<file path="config.mk">
export PLATFORM = sky130hd
export DESIGN_NAME = zip_dbg_top
export DESIGN_NICKNAME = d
export VERILOG_FILES = /design/src/common/zip_dbg_pkg.sv /design/src/source/cpu_command_ctrl.sv /design/src/source/dbg_request_decode.sv /design/src/source/dbg_response.sv /design/src/source/dbg_skid_buffer.sv /design/src/source/zip_dbg_top.sv
export SDC_FILE = /design/constraint.sdc
export NUM_CORES = 1
export LEC_CHECK = 0
export ABC_AREA = 0
export BUFFER_PORTS_ARGS = -buffer_cell sky130_fd_sc_hd__buf_4
export CORE_ASPECT_RATIO = 0.75
export CORE_MARGIN = 5
export CORE_UTILIZATION = 35
export DETAILED_ROUTE_END_ITERATION = 10
export PLACE_DENSITY = 0.65
export SYNTH_ARGS = -nofsm -noshare
export SYNTH_HDL_FRONTEND = slang
export SYNTH_SLANG_ARGS = --single-unit
</file>
<file path="constraint.sdc">
create_clock -name S_AXI_ACLK -period 1.87 [get_ports S_AXI_ACLK]
set_input_delay 0.374 -clock S_AXI_ACLK [delete_from_list [all_inputs] [get_ports S_AXI_ACLK]]
set_output_delay 0.374 -clock S_AXI_ACLK [all_outputs]
set_load 0.03 [all_outputs]
</file>
<file path="src/common/zip_dbg_pkg.sv">
/*
 * Shared types and constants for the debug controller.
 * The debug bus is fixed at 32 data bits and an 8 bit byte address.
 * All control and status bits sit in byte lane 0.
 */
`default_nettype none

package zip_dbg_pkg;

	////////////////////
	// Data types
	////////////////////

	// One debug bus word
	typedef logic [31:0] dbg_word_t;
	// Byte strobes for one word
	typedef logic [3:0] dbg_strb_t;
	// Word address, bit 5 selects the space
	typedef logic [5:0] dbg_waddr_t;
	// Core register file index
	typedef logic [4:0] reg_index_t;
	// Core condition flags, bit 0 sleep and bit 1 user mode
	typedef logic [2:0] dbg_cc_t;

	////////////////////
	// Address decode
	////////////////////

	// Space select values
	localparam logic DBG_ADDR_CTRL = 1'b0;
	localparam logic DBG_ADDR_CPU = 1'b1;

	// Byte address bits below the word address
	localparam int DBG_LSB = 2;
	localparam int DBG_BYTE_ADDR_W = $bits(dbg_waddr_t) + DBG_LSB;

	////////////////////
	// Control register
	////////////////////

	localparam int HALT_BIT = 0;
	// Read only, core has stopped
	localparam int HALTED_BIT = 1;
	localparam int STEP_BIT = 2;
	localparam int RESET_BIT = 3;
	localparam int CLEAR_CACHE_BIT = 4;
	localparam int CATCH_BIT = 5;

	// Status fields, read only
	localparam int STAT_SLEEP_BIT = 8;
	localparam int STAT_GIE_BIT = 9;
	localparam int STAT_IRQ_BIT = 10;
	localparam int STAT_BREAK_BIT = 11;

	// Only response this slave ever gives
	localparam logic [1:0] AXI_RESP_OKAY = 2'b00;

endpackage

`default_nettype wire

</file>
<file path="src/source/cpu_command_ctrl.sv">
/*
 * Halt, reset, step, clear-cache and catch flags plus the core write stage.
 * RESET_DURATION must be 1 or more; i_cpu_reset_in restarts the hold.
 * Release and step act only when the core is idle.
 */
`timescale 1ns/1ps
`default_nettype none

module cpu_command_ctrl #(
	parameter int RESET_DURATION = 10,
	parameter bit START_HALTED = 1'b1
) (
	input wire S_AXI_ACLK,
	input wire S_AXI_ARESETN,
	// Accepted control write
	input wire i_cmd_write,
	input wire zip_dbg_pkg::dbg_word_t i_cmd_data,
	input wire zip_dbg_pkg::dbg_strb_t i_cmd_strb,
	// Accepted full-word core write
	input wire i_cpu_write,
	input wire zip_dbg_pkg::reg_index_t i_cpu_wreg,
	input wire zip_dbg_pkg::dbg_word_t i_cpu_wdata,
	// Core inputs
	input wire i_cpu_reset_in,
	input wire i_cpu_dbg_stall,
	input wire i_cpu_break,
	input wire zip_dbg_pkg::dbg_cc_t i_cpu_dbg_cc,
	input wire i_interrupt,
	// Core debug port
	output logic o_cpu_reset,
	output logic o_cpu_halt,
	output logic o_cpu_clear_cache,
	output logic o_cpu_dbg_we,
	output zip_dbg_pkg::reg_index_t o_cpu_dbg_wreg,
	output zip_dbg_pkg::dbg_word_t o_cpu_dbg_wdata,
	output wire o_write_stall,
	output zip_dbg_pkg::dbg_word_t o_status
);

	import zip_dbg_pkg::*;

	localparam int RC_W = $clog2(RESET_DURATION + 1);

	logic [RC_W-1:0] reset_counter;
	logic cmd_step;
	logic dbg_catch;
	wire reset_hold;
	wire halt_request, release_request, step_request;
	wire reset_request, clear_cache_request;
	wire core_idle;

	// Command decode, all bits live in byte lane 0
	assign halt_request = i_cmd_write && i_cmd_strb[HALT_BIT/8] && i_cmd_data[HALT_BIT];
	assign release_request = i_cmd_write && i_cmd_strb[HALT_BIT/8]
		&& !i_cmd_data[HALT_BIT];
	assign step_request = i_cmd_write && i_cmd_strb[STEP_BIT/8] && i_cmd_data[STEP_BIT];
	assign reset_request = i_cmd_write && i_cmd_strb[RESET_BIT/8] && i_cmd_data[RESET_BIT];
	assign clear_cache_request = i_cmd_write && i_cmd_strb[CLEAR_CACHE_BIT/8]
		&& i_cmd_data[CLEAR_CACHE_BIT];

	// No pending register write and core stopped
	assign core_idle = !o_cpu_dbg_we && !i_cpu_dbg_stall;

	////////////////////
	// Reset hold
	////////////////////

	always_ff @(posedge S_AXI_ACLK)
	if (!S_AXI_ARESETN || i_cpu_reset_in)
		reset_counter <= RC_W'(RESET_DURATION);
	else if (reset_hold)
		reset_counter <= reset_counter - 1'b1;

	assign reset_hold = (reset_counter != '0);

	// Hold, break without catch, or a one-cycle request
	always_ff @(posedge S_AXI_ACLK)
	if (!S_AXI_ARESETN || i_cpu_reset_in)
		o_cpu_reset <= 1'b1;
	else if (reset_hold || (i_cpu_break && !dbg_catch))
		o_cpu_reset <= 1'b1;
	else
		o_cpu_reset <= reset_request;

	////////////////////
	// Halt and friends
	////////////////////

	// Later statements win, so every halt source beats a release
	always_ff @(posedge S_AXI_ACLK)
	if (!S_AXI_ARESETN)
		o_cpu_halt <= START_HALTED;
	else if (i_cpu_reset_in && !i_cpu_write && !o_write_stall)
		o_cpu_halt <= START_HALTED;
	else if (o_cpu_reset && START_HALTED)
		o_cpu_halt <= START_HALTED;
	else
	begin
		if (core_idle && (release_request || step_request))
			o_cpu_halt <= 1'b0;
		// Fault caught by the debugger
		if (i_cpu_break && dbg_catch)
			o_cpu_halt <= 1'b1;
		// Plain halt, unless stepping
		if (halt_request && !step_request)
			o_cpu_halt <= 1'b1;
		if (i_cpu_write || cmd_step)
			o_cpu_halt <= 1'b1;
		if (o_cpu_clear_cache || clear_cache_request)
			o_cpu_halt <= 1'b1;
	end

	// Step lasts until the core starts moving
	always_ff @(posedge S_AXI_ACLK)
	if (!S_AXI_ARESETN || i_cpu_reset_in)
		cmd_step <= 1'b0;
	else if (step_request)
		cmd_step <= 1'b1;
	else if (!i_cpu_dbg_stall)
		cmd_step <= 1'b0;

	// Needs halt in the same write, clears once stopped
	always_ff @(posedge S_AXI_ACLK)
	if (!S_AXI_ARESETN || o_cpu_reset)
		o_cpu_clear_cache <= 1'b0;
	else if (clear_cache_request && halt_request)
		o_cpu_clear_cache <= 1'b1;
	else if (o_cpu_halt && !i_cpu_dbg_stall)
		o_cpu_clear_cache <= 1'b0;

	always_ff @(posedge S_AXI_ACLK)
	if (!S_AXI_ARESETN)
		dbg_catch <= START_HALTED;
	else if (i_cmd_write && i_cmd_strb[CATCH_BIT/8])
		dbg_catch <= i_cmd_data[CATCH_BIT];

	////////////////////
	// Core write stage
	////////////////////

	// Frozen while the core is still busy
	always_ff @(posedge S_AXI_ACLK)
	if (!S_AXI_ARESETN)
		o_cpu_dbg_we <= 1'b0;
	else if (!o_write_stall)
		o_cpu_dbg_we <= i_cpu_write;

	always_ff @(posedge S_AXI_ACLK)
	if (!o_write_stall)
	begin
		o_cpu_dbg_wreg <= i_cpu_wreg;
		o_cpu_dbg_wdata <= i_cpu_wdata;
	end

	assign o_write_stall = o_cpu_dbg_we && i_cpu_dbg_stall;

	// Status word, unlisted bits read zero
	always_comb
	begin
		o_status = '0;
		o_status[HALT_BIT] = o_cpu_halt;
		o_status[HALTED_BIT] = !i_cpu_dbg_stall;
		o_status[RESET_BIT] = o_cpu_reset;
		o_status[CLEAR_CACHE_BIT] = o_cpu_clear_cache;
		o_status[CATCH_BIT] = dbg_catch;
		o_status[STAT_SLEEP_BIT] = i_cpu_dbg_cc[0];
		o_status[STAT_GIE_BIT] = i_cpu_dbg_cc[1];
		o_status[STAT_IRQ_BIT] = i_interrupt;
		o_status[STAT_BREAK_BIT] = i_cpu_break;
	end

endmodule

`default_nettype wire

</file>
<file path="src/source/dbg_request_decode.sv">
/*
 * Joins AW and W, applies the acceptance and strobe rules and splits
 * requests by address space. Purely combinational.
 * Core writes need all four strobes, anything less is accepted and dropped.
 */
`timescale 1ns/1ps
`default_nettype none

module dbg_request_decode (
	// Write address and data from the skid buffers
	input wire i_aw_valid,
	input wire zip_dbg_pkg::dbg_waddr_t i_aw_addr,
	input wire i_w_valid,
	input wire zip_dbg_pkg::dbg_word_t i_w_data,
	input wire zip_dbg_pkg::dbg_strb_t i_w_strb,
	// Read address from its skid buffer
	input wire i_ar_valid,
	input wire zip_dbg_pkg::dbg_waddr_t i_ar_addr,
	// Back-pressure
	input wire i_write_stall,
	input wire i_b_busy,
	input wire i_r_busy,
	// Accept pulses, also the skid buffer readies
	output wire o_write_ready,
	output wire o_read_ready,
	// Control space write
	output wire o_cmd_write,
	output zip_dbg_pkg::dbg_word_t o_cmd_data,
	output zip_dbg_pkg::dbg_strb_t o_cmd_strb,
	// Core register write
	output wire o_cpu_write,
	output zip_dbg_pkg::reg_index_t o_cpu_wreg,
	output zip_dbg_pkg::dbg_word_t o_cpu_wdata,
	// Read space select and index
	output wire o_read_cpu,
	output zip_dbg_pkg::reg_index_t o_rreg
);

	import zip_dbg_pkg::*;

	// Top word address bit picks the space
	localparam int SPACE_BIT = $bits(dbg_waddr_t) - 1;
	localparam int IDX_W = $bits(reg_index_t);

	wire aw_ctrl_space;
	wire aw_cpu_space;
	wire strb_none;
	wire strb_full;

	assign aw_ctrl_space = (i_aw_addr[SPACE_BIT] == DBG_ADDR_CTRL);
	assign aw_cpu_space = (i_aw_addr[SPACE_BIT] == DBG_ADDR_CPU);
	assign strb_none = (i_w_strb == '0);
	assign strb_full = &i_w_strb;

	////////////////////
	// Write path
	////////////////////

	// Both halves present and B free or draining
	// Pending core write only blocks writes that could reach the core
	assign o_write_ready = i_aw_valid && i_w_valid && !i_b_busy
		&& (strb_none || aw_ctrl_space || !i_write_stall);

	// Control writes, per-byte enables handled downstream
	assign o_cmd_write = o_write_ready && aw_ctrl_space;
	assign o_cmd_data = i_w_data;
	assign o_cmd_strb = i_w_strb;

	// Full-word writes only reach the core
	assign o_cpu_write = o_write_ready && aw_cpu_space && strb_full;
	assign o_cpu_wreg = i_aw_addr[IDX_W-1:0];
	assign o_cpu_wdata = i_w_data;

	////////////////////
	// Read path
	////////////////////

	// Busy covers a full R and a core read in flight
	assign o_read_ready = i_ar_valid && !i_r_busy;
	assign o_read_cpu = (i_ar_addr[SPACE_BIT] == DBG_ADDR_CPU);

	// Index goes to the core in the accept cycle
	assign o_rreg = i_ar_addr[IDX_W-1:0];

endmodule

`default_nettype wire

</file>
<file path="src/source/dbg_response.sv">
/*
 * B and R channel registers. Responses are always OKAY.
 * Control reads return one cycle after accept, core reads two.
 */
`timescale 1ns/1ps
`default_nettype none

module dbg_response (
	input wire S_AXI_ACLK,
	input wire S_AXI_ARESETN,
	// Accept pulses from the decoder
	input wire i_write_accept,
	input wire i_read_accept,
	input wire i_read_cpu,
	// Read data sources
	input wire zip_dbg_pkg::dbg_word_t i_status,
	input wire zip_dbg_pkg::dbg_word_t i_cpu_dbg_data,
	// Write response
	output logic S_DBG_BVALID,
	input wire S_DBG_BREADY,
	output wire [1:0] S_DBG_BRESP,
	// Read response
	output logic S_DBG_RVALID,
	input wire S_DBG_RREADY,
	output zip_dbg_pkg::dbg_word_t S_DBG_RDATA,
	output wire [1:0] S_DBG_RRESP,
	// Back-pressure to the decoder
	output wire o_b_busy,
	output wire o_r_busy
);

	import zip_dbg_pkg::*;

	// Core read waiting for its data
	logic read_pending;

	////////////////////
	// Write response
	////////////////////

	always_ff @(posedge S_AXI_ACLK)
	if (!S_AXI_ARESETN)
		S_DBG_BVALID <= 1'b0;
	else if (i_write_accept)
		S_DBG_BVALID <= 1'b1;
	else if (S_DBG_BREADY)
		S_DBG_BVALID <= 1'b0;

	assign S_DBG_BRESP = AXI_RESP_OKAY;
	assign o_b_busy = S_DBG_BVALID && !S_DBG_BREADY;

	////////////////////
	// Read response
	////////////////////

	// One cycle for the core to answer
	always_ff @(posedge S_AXI_ACLK)
	if (!S_AXI_ARESETN)
		read_pending <= 1'b0;
	else
		read_pending <= i_read_accept && i_read_cpu;

	// Accept needs R free, so a pending read always finds it open
	always_ff @(posedge S_AXI_ACLK)
	if (!S_AXI_ARESETN)
		S_DBG_RVALID <= 1'b0;
	else if (!S_DBG_RVALID || S_DBG_RREADY)
		S_DBG_RVALID <= (i_read_accept && !i_read_cpu) || read_pending;

	// Data held with valid until taken
	always_ff @(posedge S_AXI_ACLK)
	if (!S_DBG_RVALID || S_DBG_RREADY)
		S_DBG_RDATA <= read_pending ? i_cpu_dbg_data : i_status;

	assign S_DBG_RRESP = AXI_RESP_OKAY;

	// Includes the core read still in flight
	assign o_r_busy = read_pending || (S_DBG_RVALID && !S_DBG_RREADY);

endmodule

`default_nettype wire

</file>
<file path="src/source/dbg_skid_buffer.sv">
/*
 * One-entry skid buffer, output taken straight from the input when empty.
 * o_ready is registered, so the upstream path never sees i_ready.
 */
`timescale 1ns/1ps
`default_nettype none

module dbg_skid_buffer #(
	parameter int DW = 8
) (
	input wire S_AXI_ACLK,
	input wire S_AXI_ARESETN,
	// Upstream side
	input wire i_valid,
	output wire o_ready,
	input wire [DW-1:0] i_data,
	// Downstream side
	output wire o_valid,
	input wire i_ready,
	output wire [DW-1:0] o_data
);

	// Held beat
	logic r_valid;
	logic [DW-1:0] r_data;

	// Capture when a beat arrives and the consumer stalls
	always_ff @(posedge S_AXI_ACLK)
	if (!S_AXI_ARESETN)
		r_valid <= 1'b0;
	else if (i_valid && o_ready && !i_ready)
		r_valid <= 1'b1;
	else if (i_ready)
		r_valid <= 1'b0;

	// Payload follows the input while the buffer is empty
	always_ff @(posedge S_AXI_ACLK)
	if (o_ready)
		r_data <= i_data;

	// Full buffer blocks the upstream
	assign o_ready = !r_valid;

	// Held beat goes first
	assign o_valid = i_valid || r_valid;
	assign o_data = r_valid ? r_data : i_data;

endmodule

`default_nettype wire

</file>
<file path="src/source/zip_dbg_top.sv">
/*
 * Debug controller for the CPU core, AXI4-Lite slave with 32 data bits.
 * Byte address bit 7 selects control (0) or the register file (1).
 * PROT is not supported; address bits 1:0 are ignored.
 */
`timescale 1ns/1ps
`default_nettype none

module zip_dbg_top #(
	parameter int RESET_DURATION = 10,
	parameter bit START_HALTED = 1'b1
) (
	input wire S_AXI_ACLK,
	input wire S_AXI_ARESETN,
	// AXI4-Lite debug slave
	input wire S_DBG_AWVALID,
	output wire S_DBG_AWREADY,
	input wire [zip_dbg_pkg::DBG_BYTE_ADDR_W-1:0] S_DBG_AWADDR,
	input wire S_DBG_WVALID,
	output wire S_DBG_WREADY,
	input wire zip_dbg_pkg::dbg_word_t S_DBG_WDATA,
	input wire zip_dbg_pkg::dbg_strb_t S_DBG_WSTRB,
	output wire S_DBG_BVALID,
	input wire S_DBG_BREADY,
	output wire [1:0] S_DBG_BRESP,
	input wire S_DBG_ARVALID,
	output wire S_DBG_ARREADY,
	input wire [zip_dbg_pkg::DBG_BYTE_ADDR_W-1:0] S_DBG_ARADDR,
	output wire S_DBG_RVALID,
	input wire S_DBG_RREADY,
	output zip_dbg_pkg::dbg_word_t S_DBG_RDATA,
	output wire [1:0] S_DBG_RRESP,
	// Core debug port
	output wire o_cpu_reset,
	output wire o_cpu_halt,
	output wire o_cpu_clear_cache,
	output wire o_cpu_dbg_we,
	output zip_dbg_pkg::reg_index_t o_cpu_dbg_wreg,
	output zip_dbg_pkg::dbg_word_t o_cpu_dbg_wdata,
	output zip_dbg_pkg::reg_index_t o_cpu_dbg_rreg,
	input wire i_cpu_dbg_stall,
	input wire zip_dbg_pkg::dbg_word_t i_cpu_dbg_data,
	input wire zip_dbg_pkg::dbg_cc_t i_cpu_dbg_cc,
	input wire i_cpu_break,
	input wire i_interrupt,
	input wire i_cpu_reset
);

	import zip_dbg_pkg::*;

	// Skid buffer outputs
	wire aw_valid, w_valid, ar_valid;
	dbg_waddr_t aw_addr, ar_addr;
	dbg_word_t w_data;
	dbg_strb_t w_strb;
	// Decoded requests
	wire write_ready, read_ready;
	wire cmd_write, cpu_write, read_cpu;
	dbg_word_t cmd_data, cpu_wdata, status;
	dbg_strb_t cmd_strb;
	reg_index_t cpu_wreg;
	// Back-pressure
	wire write_stall, b_busy, r_busy;

	////////////////////
	// Request channels
	////////////////////

	dbg_skid_buffer #(
		.DW($bits(dbg_waddr_t))
	) aw_skid (
		.S_AXI_ACLK(S_AXI_ACLK), .S_AXI_ARESETN(S_AXI_ARESETN),
		.i_valid(S_DBG_AWVALID), .o_ready(S_DBG_AWREADY),
		.i_data(S_DBG_AWADDR[DBG_BYTE_ADDR_W-1:DBG_LSB]),
		.o_valid(aw_valid), .i_ready(write_ready), .o_data(aw_addr)
	);

	// Strobes ride above the data
	dbg_skid_buffer #(
		.DW($bits(dbg_word_t) + $bits(dbg_strb_t))
	) w_skid (
		.S_AXI_ACLK(S_AXI_ACLK), .S_AXI_ARESETN(S_AXI_ARESETN),
		.i_valid(S_DBG_WVALID), .o_ready(S_DBG_WREADY),
		.i_data({S_DBG_WSTRB, S_DBG_WDATA}),
		.o_valid(w_valid), .i_ready(write_ready), .o_data({w_strb, w_data})
	);

	dbg_skid_buffer #(
		.DW($bits(dbg_waddr_t))
	) ar_skid (
		.S_AXI_ACLK(S_AXI_ACLK), .S_AXI_ARESETN(S_AXI_ARESETN),
		.i_valid(S_DBG_ARVALID), .o_ready(S_DBG_ARREADY),
		.i_data(S_DBG_ARADDR[DBG_BYTE_ADDR_W-1:DBG_LSB]),
		.o_valid(ar_valid), .i_ready(read_ready), .o_data(ar_addr)
	);

	dbg_request_decode decode (
		.i_aw_valid(aw_valid), .i_aw_addr(aw_addr),
		.i_w_valid(w_valid), .i_w_data(w_data), .i_w_strb(w_strb),
		.i_ar_valid(ar_valid), .i_ar_addr(ar_addr),
		.i_write_stall(write_stall), .i_b_busy(b_busy), .i_r_busy(r_busy),
		.o_write_ready(write_ready), .o_read_ready(read_ready),
		.o_cmd_write(cmd_write), .o_cmd_data(cmd_data), .o_cmd_strb(cmd_strb),
		.o_cpu_write(cpu_write), .o_cpu_wreg(cpu_wreg), .o_cpu_wdata(cpu_wdata),
		.o_read_cpu(read_cpu), .o_rreg(o_cpu_dbg_rreg)
	);

	////////////////////
	// Control and response
	////////////////////

	cpu_command_ctrl #(
		.RESET_DURATION(RESET_DURATION),
		.START_HALTED(START_HALTED)
	) ctrl (
		.S_AXI_ACLK(S_AXI_ACLK), .S_AXI_ARESETN(S_AXI_ARESETN),
		.i_cmd_write(cmd_write), .i_cmd_data(cmd_data), .i_cmd_strb(cmd_strb),
		.i_cpu_write(cpu_write), .i_cpu_wreg(cpu_wreg), .i_cpu_wdata(cpu_wdata),
		.i_cpu_reset_in(i_cpu_reset), .i_cpu_dbg_stall(i_cpu_dbg_stall),
		.i_cpu_break(i_cpu_break), .i_cpu_dbg_cc(i_cpu_dbg_cc),
		.i_interrupt(i_interrupt),
		.o_cpu_reset(o_cpu_reset), .o_cpu_halt(o_cpu_halt),
		.o_cpu_clear_cache(o_cpu_clear_cache), .o_cpu_dbg_we(o_cpu_dbg_we),
		.o_cpu_dbg_wreg(o_cpu_dbg_wreg), .o_cpu_dbg_wdata(o_cpu_dbg_wdata),
		.o_write_stall(write_stall), .o_status(status)
	);

	dbg_response resp (
		.S_AXI_ACLK(S_AXI_ACLK), .S_AXI_ARESETN(S_AXI_ARESETN),
		.i_write_accept(write_ready), .i_read_accept(read_ready),
		.i_read_cpu(read_cpu), .i_status(status), .i_cpu_dbg_data(i_cpu_dbg_data),
		.S_DBG_BVALID(S_DBG_BVALID), .S_DBG_BREADY(S_DBG_BREADY),
		.S_DBG_BRESP(S_DBG_BRESP),
		.S_DBG_RVALID(S_DBG_RVALID), .S_DBG_RREADY(S_DBG_RREADY),
		.S_DBG_RDATA(S_DBG_RDATA), .S_DBG_RRESP(S_DBG_RRESP),
		.o_b_busy(b_busy), .o_r_busy(r_busy)
	);

endmodule

`default_nettype wire

</file>
==> out/qor.yml <==
cp-startpoint: "ar_skid.r_valid$_SDFFE_PN0P_"
postCtsSetupBuffers: 0
tritoncts: "done"
antenna_found_initial: 0
clock_latency_ns: 0.40
ys_seq_elements: 133
irDropWorstVdd_mv: 0.669
routed_wl_um: 10200
firstDrtPassIters: 6
ys.warnings.count: 0
syn_to_final_growth_pct: 46.2
ios: 185
hold_viol_final: 0
r2r-end: "ctrl.o_cpu_halt$_SDFFE_PP1P_"
remaining_drc_errors: 0
startpoint_type: "flip-flop"
cts_hold_buf: 0
timing.final.ws_setup_ns: 0.135
final_core_util: 0.525
drtAntennaViolNets: 0
via_per_inst: 4.42
met3WireLength_um: 907
gr-total-overflow: 0
diodes: 0
rsz0062_at_grt: "no"
wl_met2_um: 5150
fin_crit_sh: 0.928
cp.arrival_ns: 1.36
io_buffers: 175
ys_types: 40
pre_cts_slack_ns: 0.220
synth_top_area_share: 0.442
drt-initial-drc-count: 134
clk_path_buf_depth: 2
hold_path_class: "in2reg"
period_minus_slack_ns: 1.74
fin_setup_tns_ns: 0
drv_slew: 0
synth_top_cells_by_count: "69 x edfxtp_1, 64 x dfxtp_1, 49 x mux2_2"
grt_usage: 0.128
placed_cells: 645
syn-instance-count: 305
finish.net_count: 593
wl_per_cell_um: 15.1
drive_gt1_frac: 0.534
cts_max_level: 4
gp_congestion: 0.728
grt_pass1_vias: 3149
die_area_um2: 15800
clock.fmax_mhz: 576
crit_type: "reg2out"
grt_pass1_wl_um: 15400
synth.area.top_cells: "edfxtp_1 44%, dfxtp_1 27%, mux2_2 12%"
ys_async_sr_fraction: 0
r2r.worst_path.cells: 4
yosys_most_used_dff: "edfxtp_1"
critPathMaxFanout: 9
cts_resized: 1
syn_area_um2: 4690
cts_buffers: 17
synth_top_area_cell: "edfxtp_1"
dp.final_hpwl_um: 7820
num_vias: 2995
outcome: "finished clean"
clock_skew_ns: 0.00825
synth_seq_area_share: 0.715
critPathRequiredTime_ns: 1.50
highest_layer: "met4"
rows: 36
crit_end: "o_cpu_dbg_rreg[2]"
p_leak_uw: 0.00294
die_w_um: 144
clock-root-buffer: "clkbuf_16"
final-setup-viol-count: 0
power_density_nw_per_um2: 1160
drv_cap: 0
synth_edf_count: 69
die_h_um: 110
grt_max_degree: 37
rrSetupSlack_ns: 0.32
synth.most_common_cell: "edfxtp_1"
coreArea_um2: 13100
r2r_start: "w_skid.r_valid$_SDFFE_PN0P_"
cts.sinks: 133
clk_pin_slew_worst_paths_ns: 0.06
syn_area_per_cell_um2: 15.4
final_cells: 677
met1_length_um: 4060
cp-end-kind: "output pin"
initial_utilization: 0.359
[power by group]
part	switching (µW)	total, µW	leakage, µW	internal [µW]
clock	1170	3490	0.000319	2320
combinational	565	1030	0.00133	466
sequential	84.3	3430	0.00129	3350
total	1820	7950	0.00294	6140
[area by class of cell]
| class | instances | area [µm²] |
|---|---|---|
| multi-input combinational | 150 | 1220 |
| tap | 171 | 214 |
| fill | 1122 | 6210 |
| inverter | 9 | 33.8 |
| clock buffer | 21 | 503 |
| sequential | 133 | 3360 |
| timing repair buffer | 182 | 1380 |
| clock inverter | 11 | 144 |
[flip-flops by register name (all words and copies together) (netlist names), 4 cells and up]
signal and cells:
ar_skid.r_data 6, ctrl.reset_counter 4, ctrl.o_cpu_dbg_wreg 5, resp.S_DBG_RDATA 32, ctrl.o_cpu_dbg_wdata 32, w_skid.r_data 36
aw_skid.r_data 6
[cell families (layout without fill, tap and decap cells)]
logic type / Yosys count / count (layout) / share of synthesized area
DFF: 133 / 133 / 0.715
and+or+nand+nor: 64 / 64 / 0.0819
muxes: 56 / 56 / 0.135
buffers and inverters: 25 / 223 / 0.0267
AOI/OAI and AO/OA: 21 / 21 / 0.0296
xor gates and xnor gates: 3 / 3 / 0.00560
adders and majority gates: 2 / 2 / 0.00534
other: 1 / 4 / 0.000800
[metrics by stage]
| stage | hold slack [ns] | cell area, µm² | power (µW) |
|---|---|---|---|
| after floorplan | 0.444 | 4700 | 4080 |
| after detailed placement | 0.458 | 6210 | 4540 |
| after global placement | 0.451 | 6210 | 4510 |
| final | 0.214 | 6850 | 7950 |
| after global routing | 0.200 | 6850 | 8250 |
| after CTS | 0.195 | 6850 | 8070 |
[per-layer routing]
metal  track usage  vias to the layer above
li1              -                     1459
met4        0.0410                        0
met1         0.144                     1427
met5             0                        -
met3        0.0517                        9
met2         0.222                      100
[worst min path at each step]
stage | from | endpoint | slack, ns | depth (start not counted)
finish | S_DBG_WDATA[7] | w_skid.r_data[7]$_DFF_P_ | 0.21 | 2
global route | S_DBG_WDATA[9] | w_skid.r_data[9]$_DFF_P_ | 0.20 | 2
CTS | S_DBG_WDATA[13] | w_skid.r_data[13]$_DFF_P_ | 0.19 | 2
detailed placement | w_skid.r_data[30]$_DFF_P_ | w_skid.r_data[30]$_DFF_P_ | 0.46 | 1
global placement | w_skid.r_data[24]$_DFF_P_ | w_skid.r_data[24]$_DFF_P_ | 0.45 | 1
floorplan | ar_skid.r_data[5]$_DFF_P_ | ar_skid.r_data[5]$_DFF_P_ | 0.44 | 2
[layout by cell type, fill, tap and decap left out, types with 2 or more instances in the layout]
cell and instances:
nand2_1 6, o21ai_0 8, clkinv_2 4, mux2_1 2, ha_1 2, nor3b_1 3
inv_1 9, and2_1 23, bufinv_16 3, nor3_1 2, a221o_1 2, clkbuf_16 19
buf_4 181, a21boi_0 2, nand2b_1 4, dfxtp_1 62, a21oi_1 2, nor2_1 10
clkinv_4 3, conb_1 4, a22oi_1 2, and3_1 2, nor2b_1 4, edfxtp_1 69
nand3_1 3, mux2_2 49, mux2i_1 3, dfxtp_2 2, xnor2_1 3, clkbuf_8 2
[worst max-delay path: stages (launching register included)]
cell and delay, ns:
dfxtp_2 0.42, mux2_2 0.37, buf_4 0.17
Note: power is estimated with default switching activity, not from simulation.
